<file path="src/include/dram_config.svh">
// timings are in controller clock cycles and must each be 2 or more; T_REFI must fit in the timer width
`ifndef DRAM_CONFIG_SVH
`define DRAM_CONFIG_SVH

// request queue
`define DRAM_QUEUE_DEPTH 8

// address fields, row is the most significant
`define DRAM_BG_WIDTH   2
`define DRAM_BANK_WIDTH 2
`define DRAM_ROW_WIDTH  12
`define DRAM_COL_WIDTH  8

// one rank holds every bank of every bank group
`define DRAM_NUM_BANKS (1 << (`DRAM_BG_WIDTH + `DRAM_BANK_WIDTH))

// bank-local timings
`define DRAM_T_RCD 4   // ACT to RD/WR
`define DRAM_T_RP  4   // PRE to ACT
`define DRAM_T_RAS 10  // ACT to PRE
`define DRAM_T_RC  14  // ACT to ACT, same bank

// rank-wide timings, _L within a bank group and _S across groups
`define DRAM_T_CCD_L 4
`define DRAM_T_CCD_S 2
`define DRAM_T_RRD_L 4
`define DRAM_T_RRD_S 2
`define DRAM_T_WTR_L 6
`define DRAM_T_WTR_S 3

// refresh
`define DRAM_T_REFI 400  // interval between refreshes
`define DRAM_T_RFC  20   // rank blocked after REF

// down and up counters, wide enough for T_REFI
`define DRAM_TIMER_WIDTH 9

`endif
</file>
<file path="src/design/dram_addr_pkg.sv">
// address layout is row, bank group, bank, column from the top bit down; no rank or channel field
`default_nettype none
`include "dram_config.svh"

package dram_addr_pkg;

	typedef logic [`DRAM_BG_WIDTH-1:0]   bank_group_t;
	typedef logic [`DRAM_BANK_WIDTH-1:0] bank_t;
	typedef logic [`DRAM_ROW_WIDTH-1:0]  row_t;
	typedef logic [`DRAM_COL_WIDTH-1:0]  column_t;

	// flat bank number, bank group in the upper bits
	typedef logic [`DRAM_BG_WIDTH+`DRAM_BANK_WIDTH-1:0] bank_id_t;

	typedef struct packed {
		row_t        row;
		bank_group_t bank_group;
		bank_t       bank;
		column_t     column;
	} dram_addr_t;

	typedef struct packed {
		logic       write;  // 0 for a read
		dram_addr_t addr;
	} mem_req_t;

	// every timing counter in the scheduler
	typedef logic [`DRAM_TIMER_WIDTH-1:0] timer_t;

endpackage

`default_nettype wire

</file>
<file path="src/design/dram_cmd_pkg.sv">
// command and bank status types; fields of a command that its type does not use carry no meaning
`default_nettype none
`include "dram_config.svh"

package dram_cmd_pkg;

	import dram_addr_pkg::*;

	typedef enum logic [2:0] {
		NOP,
		ACT,
		RD,
		WR,
		PRE,
		PREA,  // precharge all banks
		REF
	} dram_cmd_e;

	typedef struct packed {
		dram_cmd_e   cmd;
		bank_group_t bank_group;  // not for PREA or REF
		bank_t       bank;
		row_t        row;         // ACT only
		column_t     column;      // RD and WR only
	} dram_cmd_t;

	// view of one bank as seen by the arbiter
	typedef struct packed {
		logic open;
		row_t row;
		logic pre_ok;  // tRAS met
		logic act_ok;  // closed, tRP and tRC met
		logic col_ok;  // open and tRCD met
	} bank_status_t;

	typedef bank_status_t [`DRAM_NUM_BANKS-1:0] bank_status_vec_t;

	typedef enum logic [1:0] {
		SERVE,
		REF_PRECHARGE,
		REF_WAIT
	} arb_state_e;

endpackage

`default_nettype wire

</file>
<file path="src/design/dram_scheduler.sv">
// DRAM command scheduler for one rank; no output back-pressure, the source must watch queue_full
`default_nettype none

module dram_scheduler import dram_addr_pkg::*, dram_cmd_pkg::*; (
	input  logic      clk,
	input  logic      rst_n,
	input  logic      req_valid,
	input  mem_req_t  req,
	output logic      queue_full,
	output logic      cmd_valid,
	output dram_cmd_t cmd
);

	logic             head_valid;
	mem_req_t         head;
	logic             pop;
	bank_status_vec_t bank_status;
	logic             refresh_due;
	logic             refresh_busy;

	request_queue u_queue (
		.clk        (clk),
		.rst_n      (rst_n),
		.req_valid  (req_valid),
		.req        (req),
		.pop        (pop),
		.queue_full (queue_full),
		.head_valid (head_valid),
		.head       (head)
	);

	// tracker and refresh timer follow the issued stream
	bank_tracker u_banks (
		.clk         (clk),
		.rst_n       (rst_n),
		.cmd_valid   (cmd_valid),
		.cmd         (cmd),
		.bank_status (bank_status)
	);

	refresh_timer u_refresh (
		.clk          (clk),
		.rst_n        (rst_n),
		.cmd_valid    (cmd_valid),
		.cmd          (cmd),
		.refresh_due  (refresh_due),
		.refresh_busy (refresh_busy)
	);

	cmd_arbiter u_arbiter (
		.clk          (clk),
		.rst_n        (rst_n),
		.head_valid   (head_valid),
		.head         (head),
		.bank_status  (bank_status),
		.refresh_due  (refresh_due),
		.refresh_busy (refresh_busy),
		.pop          (pop),
		.cmd_valid    (cmd_valid),
		.cmd          (cmd)
	);

endmodule

`default_nettype wire

</file>
<file path="src/design/cmd_arbiter.sv">
// in-order, one command at most every other cycle; a request cut by refresh restarts with ACT
`default_nettype none
`include "dram_config.svh"

module cmd_arbiter import dram_addr_pkg::*, dram_cmd_pkg::*; (
	input  logic             clk,
	input  logic             rst_n,
	input  logic             head_valid,
	input  mem_req_t         head,
	input  bank_status_vec_t bank_status,
	input  logic             refresh_due,
	input  logic             refresh_busy,
	output logic             pop,
	output logic             cmd_valid,
	output dram_cmd_t        cmd
);

	localparam timer_t CCD_L = timer_t'(`DRAM_T_CCD_L);
	localparam timer_t CCD_S = timer_t'(`DRAM_T_CCD_S);
	localparam timer_t RRD_L = timer_t'(`DRAM_T_RRD_L);
	localparam timer_t RRD_S = timer_t'(`DRAM_T_RRD_S);
	localparam timer_t WTR_L = timer_t'(`DRAM_T_WTR_L);
	localparam timer_t WTR_S = timer_t'(`DRAM_T_WTR_S);

	arb_state_e   state;
	arb_state_e   next_state;
	dram_cmd_t    next_cmd;
	logic         issue;
	bank_status_t head_st;
	logic         row_hit;
	logic         any_open;
	logic         all_pre_ok;
	logic         all_act_ok;
	timer_t       col_cnt;  // cycles since the last RD/WR strobe, saturating
	timer_t       act_cnt;  // same for ACT
	timer_t       col_need;
	timer_t       act_need;
	logic         last_col_wr;
	bank_group_t  last_col_bg;
	bank_group_t  last_act_bg;

	assign head_st = bank_status[{head.addr.bank_group, head.addr.bank}];
	assign row_hit = head_st.open && (head_st.row == head.addr.row);

	always_comb begin
		any_open   = 1'b0;
		all_pre_ok = 1'b1;
		all_act_ok = 1'b1;
		for (int i = 0; i < `DRAM_NUM_BANKS; i++) begin
			any_open   = any_open | bank_status[i].open;
			all_pre_ok = all_pre_ok & (!bank_status[i].open | bank_status[i].pre_ok);
			all_act_ok = all_act_ok & bank_status[i].act_ok;
		end
	end

	always_comb begin
		if (last_col_wr && !head.write) begin  // write to read turnaround
			col_need = (head.addr.bank_group == last_col_bg) ? WTR_L : WTR_S;
		end else begin
			col_need = (head.addr.bank_group == last_col_bg) ? CCD_L : CCD_S;
		end
		act_need = (head.addr.bank_group == last_act_bg) ? RRD_L : RRD_S;
	end

	// bank status lags the strobe by one cycle, so nothing is decided while cmd_valid is high
	always_comb begin
		next_state = state;
		issue      = 1'b0;
		pop        = 1'b0;
		next_cmd   = '0;
		next_cmd.cmd = NOP;
		if (!cmd_valid) begin
			case (state)
				SERVE: begin
					next_cmd.bank_group = head.addr.bank_group;
					next_cmd.bank       = head.addr.bank;
					next_cmd.row        = head.addr.row;
					next_cmd.column     = head.addr.column;
					if (refresh_due) begin
						next_state = REF_PRECHARGE;
					end else if (head_valid && !refresh_busy) begin
						if (row_hit) begin
							if (head_st.col_ok && col_cnt >= col_need) begin
								issue        = 1'b1;
								pop          = 1'b1;  // the column command ends the request
								next_cmd.cmd = head.write ? WR : RD;
							end
						end else if (head_st.open) begin
							issue        = head_st.pre_ok;
							next_cmd.cmd = PRE;
						end else begin
							issue        = head_st.act_ok && (act_cnt >= act_need);
							next_cmd.cmd = ACT;
						end
					end
				end
				REF_PRECHARGE: begin
					if (!any_open) begin
						next_state = REF_WAIT;
					end else if (all_pre_ok) begin
						issue        = 1'b1;
						next_cmd.cmd = PREA;
						next_state   = REF_WAIT;
					end
				end
				REF_WAIT: begin
					if (all_act_ok) begin
						issue        = 1'b1;
						next_cmd.cmd = REF;
						next_state   = SERVE;
					end
				end
				default: next_state = SERVE;
			endcase
		end
	end

	always_ff @(posedge clk or negedge rst_n) begin
		if (!rst_n) begin
			state       <= SERVE;
			cmd_valid   <= 1'b0;
			col_cnt     <= '1;
			act_cnt     <= '1;
			last_col_wr <= 1'b0;
			last_col_bg <= '0;
			last_act_bg <= '0;
		end else begin
			state     <= next_state;
			cmd_valid <= issue;
			if (col_cnt != '1) begin
				col_cnt <= col_cnt + 1'b1;
			end
			if (act_cnt != '1) begin
				act_cnt <= act_cnt + 1'b1;
			end
			if (pop) begin
				col_cnt     <= timer_t'(1);  // reads 1 in the strobe cycle
				last_col_wr <= (next_cmd.cmd == WR);
				last_col_bg <= next_cmd.bank_group;
			end
			if (issue && next_cmd.cmd == ACT) begin
				act_cnt     <= timer_t'(1);
				last_act_bg <= next_cmd.bank_group;
			end
		end
	end

	always_ff @(posedge clk) begin
		if (issue) begin
			cmd <= next_cmd;
		end
	end

	a_no_nop_strobe: assert property (@(posedge clk) disable iff (!rst_n)
		cmd_valid |-> cmd.cmd != NOP)
		else $error("command strobe carries NOP");

endmodule

`default_nettype wire

</file>
<file path="src/design/refresh_timer.sv">
// one refresh per T_REFI; the interval restarts only when the tRFC window of the last REF closes
`default_nettype none
`include "dram_config.svh"

module refresh_timer import dram_addr_pkg::*, dram_cmd_pkg::*; (
	input  logic      clk,
	input  logic      rst_n,
	input  logic      cmd_valid,
	input  dram_cmd_t cmd,
	output logic      refresh_due,
	output logic      refresh_busy
);

	localparam timer_t REFI = timer_t'(`DRAM_T_REFI);
	localparam timer_t RFC  = timer_t'(`DRAM_T_RFC);

	timer_t refi_cnt;
	timer_t rfc_cnt;
	logic   ref_issued;

	assign ref_issued   = cmd_valid && (cmd.cmd == REF);
	assign refresh_busy = (rfc_cnt != '0);

	always_ff @(posedge clk or negedge rst_n) begin
		if (!rst_n) begin
			refi_cnt    <= REFI;
			rfc_cnt     <= '0;
			refresh_due <= 1'b0;
		end else if (ref_issued) begin
			refresh_due <= 1'b0;
			rfc_cnt     <= RFC;
		end else if (refresh_busy) begin
			rfc_cnt <= rfc_cnt - 1'b1;
			if (rfc_cnt == timer_t'(1)) begin
				refi_cnt <= REFI;  // window closes, next interval starts
			end
		end else if (!refresh_due) begin
			refi_cnt <= refi_cnt - 1'b1;
			if (refi_cnt == timer_t'(1)) begin
				refresh_due <= 1'b1;
			end
		end
	end

	a_ref_when_due: assert property (@(posedge clk) disable iff (!rst_n)
		ref_issued |-> refresh_due)
		else $error("REF issued with no refresh pending");

endmodule

`default_nettype wire

</file>
<file path="src/design/bank_tracker.sv">
// per-bank open rows and bank-local timers; follows the issued command stream only, no DRAM feedback
`default_nettype none
`include "dram_config.svh"

module bank_tracker import dram_addr_pkg::*, dram_cmd_pkg::*; (
	input  logic             clk,
	input  logic             rst_n,
	input  logic             cmd_valid,
	input  dram_cmd_t        cmd,
	output bank_status_vec_t bank_status
);

	localparam int NUM_BANKS = `DRAM_NUM_BANKS;

	// two short of the spacing; one edge loads, one edge registers the next command
	localparam timer_t LD_RCD = timer_t'(`DRAM_T_RCD - 2);
	localparam timer_t LD_RP  = timer_t'(`DRAM_T_RP - 2);
	localparam timer_t LD_RAS = timer_t'(`DRAM_T_RAS - 2);
	localparam timer_t LD_RC  = timer_t'(`DRAM_T_RC - 2);

	logic [NUM_BANKS-1:0] open_q;
	row_t                 row_q  [NUM_BANKS];
	timer_t               ras_q  [NUM_BANKS];
	timer_t               rc_q   [NUM_BANKS];
	timer_t               busy_q [NUM_BANKS];  // tRCD or tRP, whichever came last
	bank_id_t             cmd_bank;

	assign cmd_bank = {cmd.bank_group, cmd.bank};

	function automatic timer_t count_down(timer_t value);
		return (value == '0) ? value : value - 1'b1;
	endfunction

	always_ff @(posedge clk or negedge rst_n) begin
		if (!rst_n) begin
			open_q <= '0;
			ras_q  <= '{default: '0};
			rc_q   <= '{default: '0};
			busy_q <= '{default: '0};
		end else begin
			for (int i = 0; i < NUM_BANKS; i++) begin
				ras_q[i]  <= count_down(ras_q[i]);
				rc_q[i]   <= count_down(rc_q[i]);
				busy_q[i] <= count_down(busy_q[i]);
				if (cmd_valid && cmd.cmd == PREA) begin
					open_q[i] <= 1'b0;
					busy_q[i] <= LD_RP;
				end else if (cmd_valid && cmd_bank == bank_id_t'(i)) begin
					case (cmd.cmd)
						ACT: begin
							open_q[i] <= 1'b1;
							ras_q[i]  <= LD_RAS;
							rc_q[i]   <= LD_RC;
							busy_q[i] <= LD_RCD;
						end
						PRE: begin
							open_q[i] <= 1'b0;
							busy_q[i] <= LD_RP;
						end
						default: ;  // RD, WR leave bank-local state alone
					endcase
				end
			end
		end
	end

	always_ff @(posedge clk) begin
		for (int i = 0; i < NUM_BANKS; i++) begin
			if (cmd_valid && cmd.cmd == ACT && cmd_bank == bank_id_t'(i)) begin
				row_q[i] <= cmd.row;
			end
		end
	end

	always_comb begin
		for (int i = 0; i < NUM_BANKS; i++) begin
			bank_status[i].open   = open_q[i];
			bank_status[i].row    = row_q[i];
			bank_status[i].pre_ok = (ras_q[i] == '0);
			bank_status[i].act_ok = !open_q[i] && (busy_q[i] == '0) && (rc_q[i] == '0);
			bank_status[i].col_ok = open_q[i] && (busy_q[i] == '0);
		end
	end

	// arbiter decisions checked against the state this module holds
	a_act_to_closed: assert property (@(posedge clk) disable iff (!rst_n)
		cmd_valid && cmd.cmd == ACT |-> !open_q[cmd_bank])
		else $error("ACT issued to an open bank");

	a_col_to_open: assert property (@(posedge clk) disable iff (!rst_n)
		cmd_valid && (cmd.cmd == RD || cmd.cmd == WR) |-> open_q[cmd_bank])
		else $error("RD or WR issued to a closed bank");

endmodule

`default_nettype wire

</file>
<file path="src/design/request_queue.sv">
// in-order request FIFO; a request strobed while full is dropped and a pop needs a valid head
`default_nettype none
`include "dram_config.svh"

module request_queue import dram_addr_pkg::*; (
	input  logic     clk,
	input  logic     rst_n,
	input  logic     req_valid,
	input  mem_req_t req,
	input  logic     pop,
	output logic     queue_full,
	output logic     head_valid,
	output mem_req_t head
);

	localparam int DEPTH = `DRAM_QUEUE_DEPTH;
	localparam int PTR_W = $clog2(DEPTH);
	localparam int CNT_W = $clog2(DEPTH + 1);

	mem_req_t         mem_q [DEPTH];
	logic [PTR_W-1:0] wr_ptr_q;
	logic [PTR_W-1:0] rd_ptr_q;
	logic [CNT_W-1:0] count_q;
	logic             push;

	assign push       = req_valid && !queue_full;  // strobe is lost when full
	assign queue_full = (count_q == CNT_W'(DEPTH));
	assign head_valid = (count_q != '0);
	assign head       = mem_q[rd_ptr_q];

	// wraps for any depth, not only powers of two
	function automatic logic [PTR_W-1:0] next_ptr(logic [PTR_W-1:0] ptr);
		return (ptr == PTR_W'(DEPTH - 1)) ? '0 : ptr + 1'b1;
	endfunction

	always_ff @(posedge clk) begin
		if (push) begin
			mem_q[wr_ptr_q] <= req;
		end
	end

	always_ff @(posedge clk or negedge rst_n) begin
		if (!rst_n) begin
			wr_ptr_q <= '0;
			rd_ptr_q <= '0;
			count_q  <= '0;
		end else begin
			if (push) begin
				wr_ptr_q <= next_ptr(wr_ptr_q);
			end
			if (pop) begin
				rd_ptr_q <= next_ptr(rd_ptr_q);
			end
			case ({push, pop})
				2'b10:   count_q <= count_q + 1'b1;
				2'b01:   count_q <= count_q - 1'b1;
				default: count_q <= count_q;  // idle, or push and pop together
			endcase
		end
	end

	// the arbiter only retires a request it has seen at the head
	a_pop_has_head: assert property (@(posedge clk) disable iff (!rst_n)
		pop |-> head_valid)
		else $error("request queue popped while empty");

endmodule

`default_nettype wire

</file>
<file path="config.mk">
export PLATFORM = sky130hd
export DESIGN_NAME = dram_scheduler
export DESIGN_NICKNAME = d
export VERILOG_FILES = /design/src/design/dram_addr_pkg.sv /design/src/design/dram_cmd_pkg.sv /design/src/design/dram_scheduler.sv /design/src/design/cmd_arbiter.sv /design/src/design/refresh_timer.sv /design/src/design/bank_tracker.sv /design/src/design/request_queue.sv
export VERILOG_INCLUDE_DIRS = /design/src /design/src/include
export SDC_FILE = /design/constraint.sdc
export NUM_CORES = 2
export LEC_CHECK = 0
export BUFFER_PORTS_ARGS = -buffer_cell sky130_fd_sc_hd__buf_2
export CELL_PAD_IN_SITES_DETAIL_PLACEMENT = 1
export CELL_PAD_IN_SITES_GLOBAL_PLACEMENT = 1
export CORE_ASPECT_RATIO = 1.25
export CORE_MARGIN = 2
export CORE_UTILIZATION = 54
export CTS_BUF_LIST = sky130_fd_sc_hd__clkbuf_8
export DETAILED_ROUTE_END_ITERATION = 10
export PLACE_DENSITY_LB_ADDON = 0.1
export SLEW_MARGIN = 40
export SYNTH_ARGS = -nofsm -noshare
export SYNTH_HDL_FRONTEND = slang
export SYNTH_SLANG_ARGS = --single-unit
</file>
<file path="constraint.sdc">
create_clock -name clk -period 8.21 [get_ports clk]
set_input_delay 0.821 -clock clk [delete_from_list [all_inputs] [get_ports clk]]
set_output_delay 0.821 -clock clk [all_outputs]
set_load 0.05 [all_outputs]
</file>
==> impl_metrics.toml <==
[critical_path]
worstPathCellList = "buf_4, mux2i_1, mux4_2, nand2_1, a2111oi_0, a31oi_1, and4_1, a2111oi_0, and4bb_2, and4_1, nand3_1, nor2_2, ha_1, ha_1, a21o_1, a21oi_1, xnor2_1, nor2_1, xor2_1"
regToRegStartpoint = "u_queue.rd_ptr_q[1]$_DFFE_PN0N_"
cp-end-kind = "register"
slowest_stage = "dfrtp_2"
critical_path.max_fanout = 42
ff2ff_setup_slack_ps = 1700
cp_data_required_time_ps = 8900
start_kind = "register"
worstReg2RegEnd = "u_queue.count_q[3]$_DFFE_PN0P_"
crit_type = "reg2reg"
arrival_ps = 7200
r2r_cells = 19
cp_slowest_stage_delay_ps = 830

[route]
avgRoutedWirePerCell_um = 22.8
drc = 0
vias = 29000
drt_pass1_iterations = 7
drtIter0Drc = 1911
wirelength_um = 112000
antenna_left = 0
via_per_inst = 5.92

[grt]
antenna_found_initial = 6
grt_start_max_net_pins = 138
grt_pass1_wl_um = 176000
grt_pass1_vias = 32100
grt_overflow = 0
grtUsageTotal_pct = 28.5

[clocking]
cts_root_buf = "clkbuf_8"
cts_setup_buffers = 0
insertion_delay_ps = 820
htreeDepth = 4
clockBufferDepth = 3
cts_made_buffers = 150
cts_sinks = 922
cts_tree = "yes"
clkSlewWorstSetupHoldPaths_ps = 60

[floorplanning]
die_width_um = 254
die_h_um = 316
coreArea_um2 = 77300
initial_core_util_pct = 54.5
io_pins = 57
num_rows = 114
die-area_um2 = 80300

[sta]
min_period_ps = 6510
max_slew_margin_pct = 41.8
hold_viol_final = 0
tightest_slew_ps = 849
timing.hold.ws_ps = 273
maxSlewViolCount = 0
finalSetupTns_ps = 0
finalClockSkew_ps = 37.4
finalSetupViolCount = 0
clock.fmax_mhz = 154
setup_ws_ps = 1700
rsz0062_at_grt = "no"
finalCritPeriodShare_pct = 79.3

[logic_synthesis]
async_flop_share_pct = 54.6
synthDistinctLibCells = 85
synth_ff_type = "dfrtp_1"
ys_seq_area_share_pct = 59.8
ys_top_cells_by_count = "519 x nor2_1, 482 x dfrtp_1, 419 x edfxtp_1"
synthTopCellsByArea = "edfxtp_1 30%, dfrtp_1 29%, nor2_1 4.6%"
synth_top_area_share_pct = 29.8
synth_edf_count = 419
yosysMostFrequentCell = "nor2_1"
yosysWarnings = 0
synth_top_cell_by_area = "edfxtp_1"
synth_area_um2 = 42200
synth_fp_nets = 3684
syn_inst = 3570
ys_seq_elements = 922
synth_area_per_cell_um2 = 11.8

[placement]
dp_hpwl_um = 75900
port_buffers = 56
gp_congestion = 0.868
place_ws_ps = 1720

[layout]
final_net_count = 3855
drive_above_1_share_pct = 13.6
postLayoutCoreUtil_pct = 60.6
syn2layout_area_growth_pct = 11.2

[min_path]
min_from = "req[9]"
min_path_type = "in2reg"
holdPathStages = 1
whs_endpoint = "u_queue.mem_q[1][9]$_DFFE_PP_"

[run]
maxCapViolations = 0

[power_and_ir_drop]
p_sw_mw = 5.12
switching_share_pct = 34.2
p_clk_share_pct = 25.7
comb_power_share_pct = 26.0
ir_worst_vdd_mv = 0.236
powerDensity_nw_per_um2 = 319
p_leak_nw = 18.6
pwr-share-seq_pct = 48.4
internal_power_mw = 9.84

[status]
status = "finished clean"
-- logic make-up after synthesis --
logic type / share of synthesized area [%]
AO/OA/AOI/OAI: 4.94
XOR/XNOR: 6.07
flip-flops: 59.8
multiplexers: 6.64
buffers and inverters: 2.47
AND/OR/NAND/NOR: 17.6
adder cells (fa/ha/maj): 2.57
-- through the flow --
stage / power (mW) / instances / area, um^2
finish: 15.0 / 4900 / 46900
global route: 16.0 / 4900 / 46900
CTS: 15.1 / 4898 / 46800
detailed placement: 11.2 / 4632 / 44000
global placement: 10.6 / 4628 / 43800
floorplan: 9.93 / 3570 / 42200
-- worst max-delay path: cells and delay by family, from the launching register on --
kind,cells,cell delay (ps)
muxes,2,960
buffers and inverters,1,650
xor gates and xnor gates,2,290
and+or+nand+nor,7,1710
adders and majority gates,2,460
AOI/OAI and AO/OA,5,1430
DFF,1,830
-- power groups by stage --
| stage | Sequential [mW] | Combinational [mW] | Clock, mW |
|---|---|---|---|
| finish | 7.23 | 3.89 | 3.84 |
| floorplan | 6.97 | 2.96 | 0 |
| global placement | 7.14 | 3.50 | 0 |
| global route | 7.41 | 4.43 | 4.11 |
| CTS | 7.22 | 3.94 | 3.93 |
| detailed placement | 7.28 | 3.88 | 0 |
-- placed cells by master, fill, tap and decap left out, drive strengths merged, types with 13 or more instances in the layout --
master	netlist	final
nor2	521	521
dfrtp	482	482
edfxtp	419	419
nand2	320	320
inv	148	207
xnor2	194	194
clkbuf	42	171
nor3	147	147
buf	59	119
a21oi	102	102
xor2	98	98
nor4	94	94
nand3	93	93
mux2i	86	86
ha	85	85
mux4	69	69
o21ai	65	65
or3	64	64
nand2b	60	60
or4	51	51
mux2	32	32
clkinv	2	31
a211oi	27	27
or3b	26	26
nand4	23	23
nor2b	21	21
dfstp	21	21
nor3b	19	19
and3	18	18
o311a	18	18
nand3b	16	16
o31ai	13	13
-- final cells by class --
cell class / instances / area (um^2)
antenna: 2 / 5.00
clock inverter: 94 / 493
clock buffer: 171 / 2350
inverter: 150 / 563
fill: 7947 / 30400
timing repair buffer: 120 / 866
multi-input combinational: 2397 / 16100
tap: 1044 / 1310
sequential: 922 / 25200
-- metal layers --
layer  wire length, um  vias to the layer above  share of wire [%]  global-route usage [%]
met2             58200                      682                 52                    50.7
met5                46                        -              0.041                       0
met4              4780                        6                4.3                    13.3
li1                  -                    13100                  -                       -
met3              5140                      253                4.6                    5.21
met1             43300                    14900                 39                    33.4
-- worst max-delay path by stage --
| stage | from | endpoint | slack [ps] |
|---|---|---|---|
| floorplan | u_queue.rd_ptr_q[0]$_DFFE_PN0N_ | u_arbiter.last_act_bg[1]$_DFFE_PN0P_ | 2210 |
| global placement | u_queue.rd_ptr_q[1]$_DFFE_PN0N_ | u_arbiter.last_act_bg[0]$_DFFE_PN0P_ | 2110 |
| detailed placement | u_queue.rd_ptr_q[1]$_DFFE_PN0N_ | u_arbiter.last_act_bg[0]$_DFFE_PN0P_ | 1720 |
| CTS | u_queue.rd_ptr_q[1]$_DFFE_PN0N_ | u_arbiter.last_act_bg[0]$_DFFE_PN0P_ | 1690 |
| global route | u_queue.rd_ptr_q[1]$_DFFE_PN0N_ | u_queue.count_q[3]$_DFFE_PN0P_ | 1360 |
| finish | u_queue.rd_ptr_q[1]$_DFFE_PN0N_ | u_queue.count_q[3]$_DFFE_PN0P_ | 1700 |
-- sequential cells by signal, summed over array words and instances (netlist names), 16 cells and up --
signal,count
u_queue.mem_q,200
u_banks.ras_q,144
u_banks.open_q,16
u_arbiter.cmd,27
u_banks.rc_q,144
u_banks.busy_q,144
u_banks.row_q,192
-- repair_timing --
action                                 CTS  global route
endpoints found under the hold margin   47             0
hold buffers                             1             0
gates resized for setup                  0             0
Note: power is estimated with default switching activity, not from simulation.
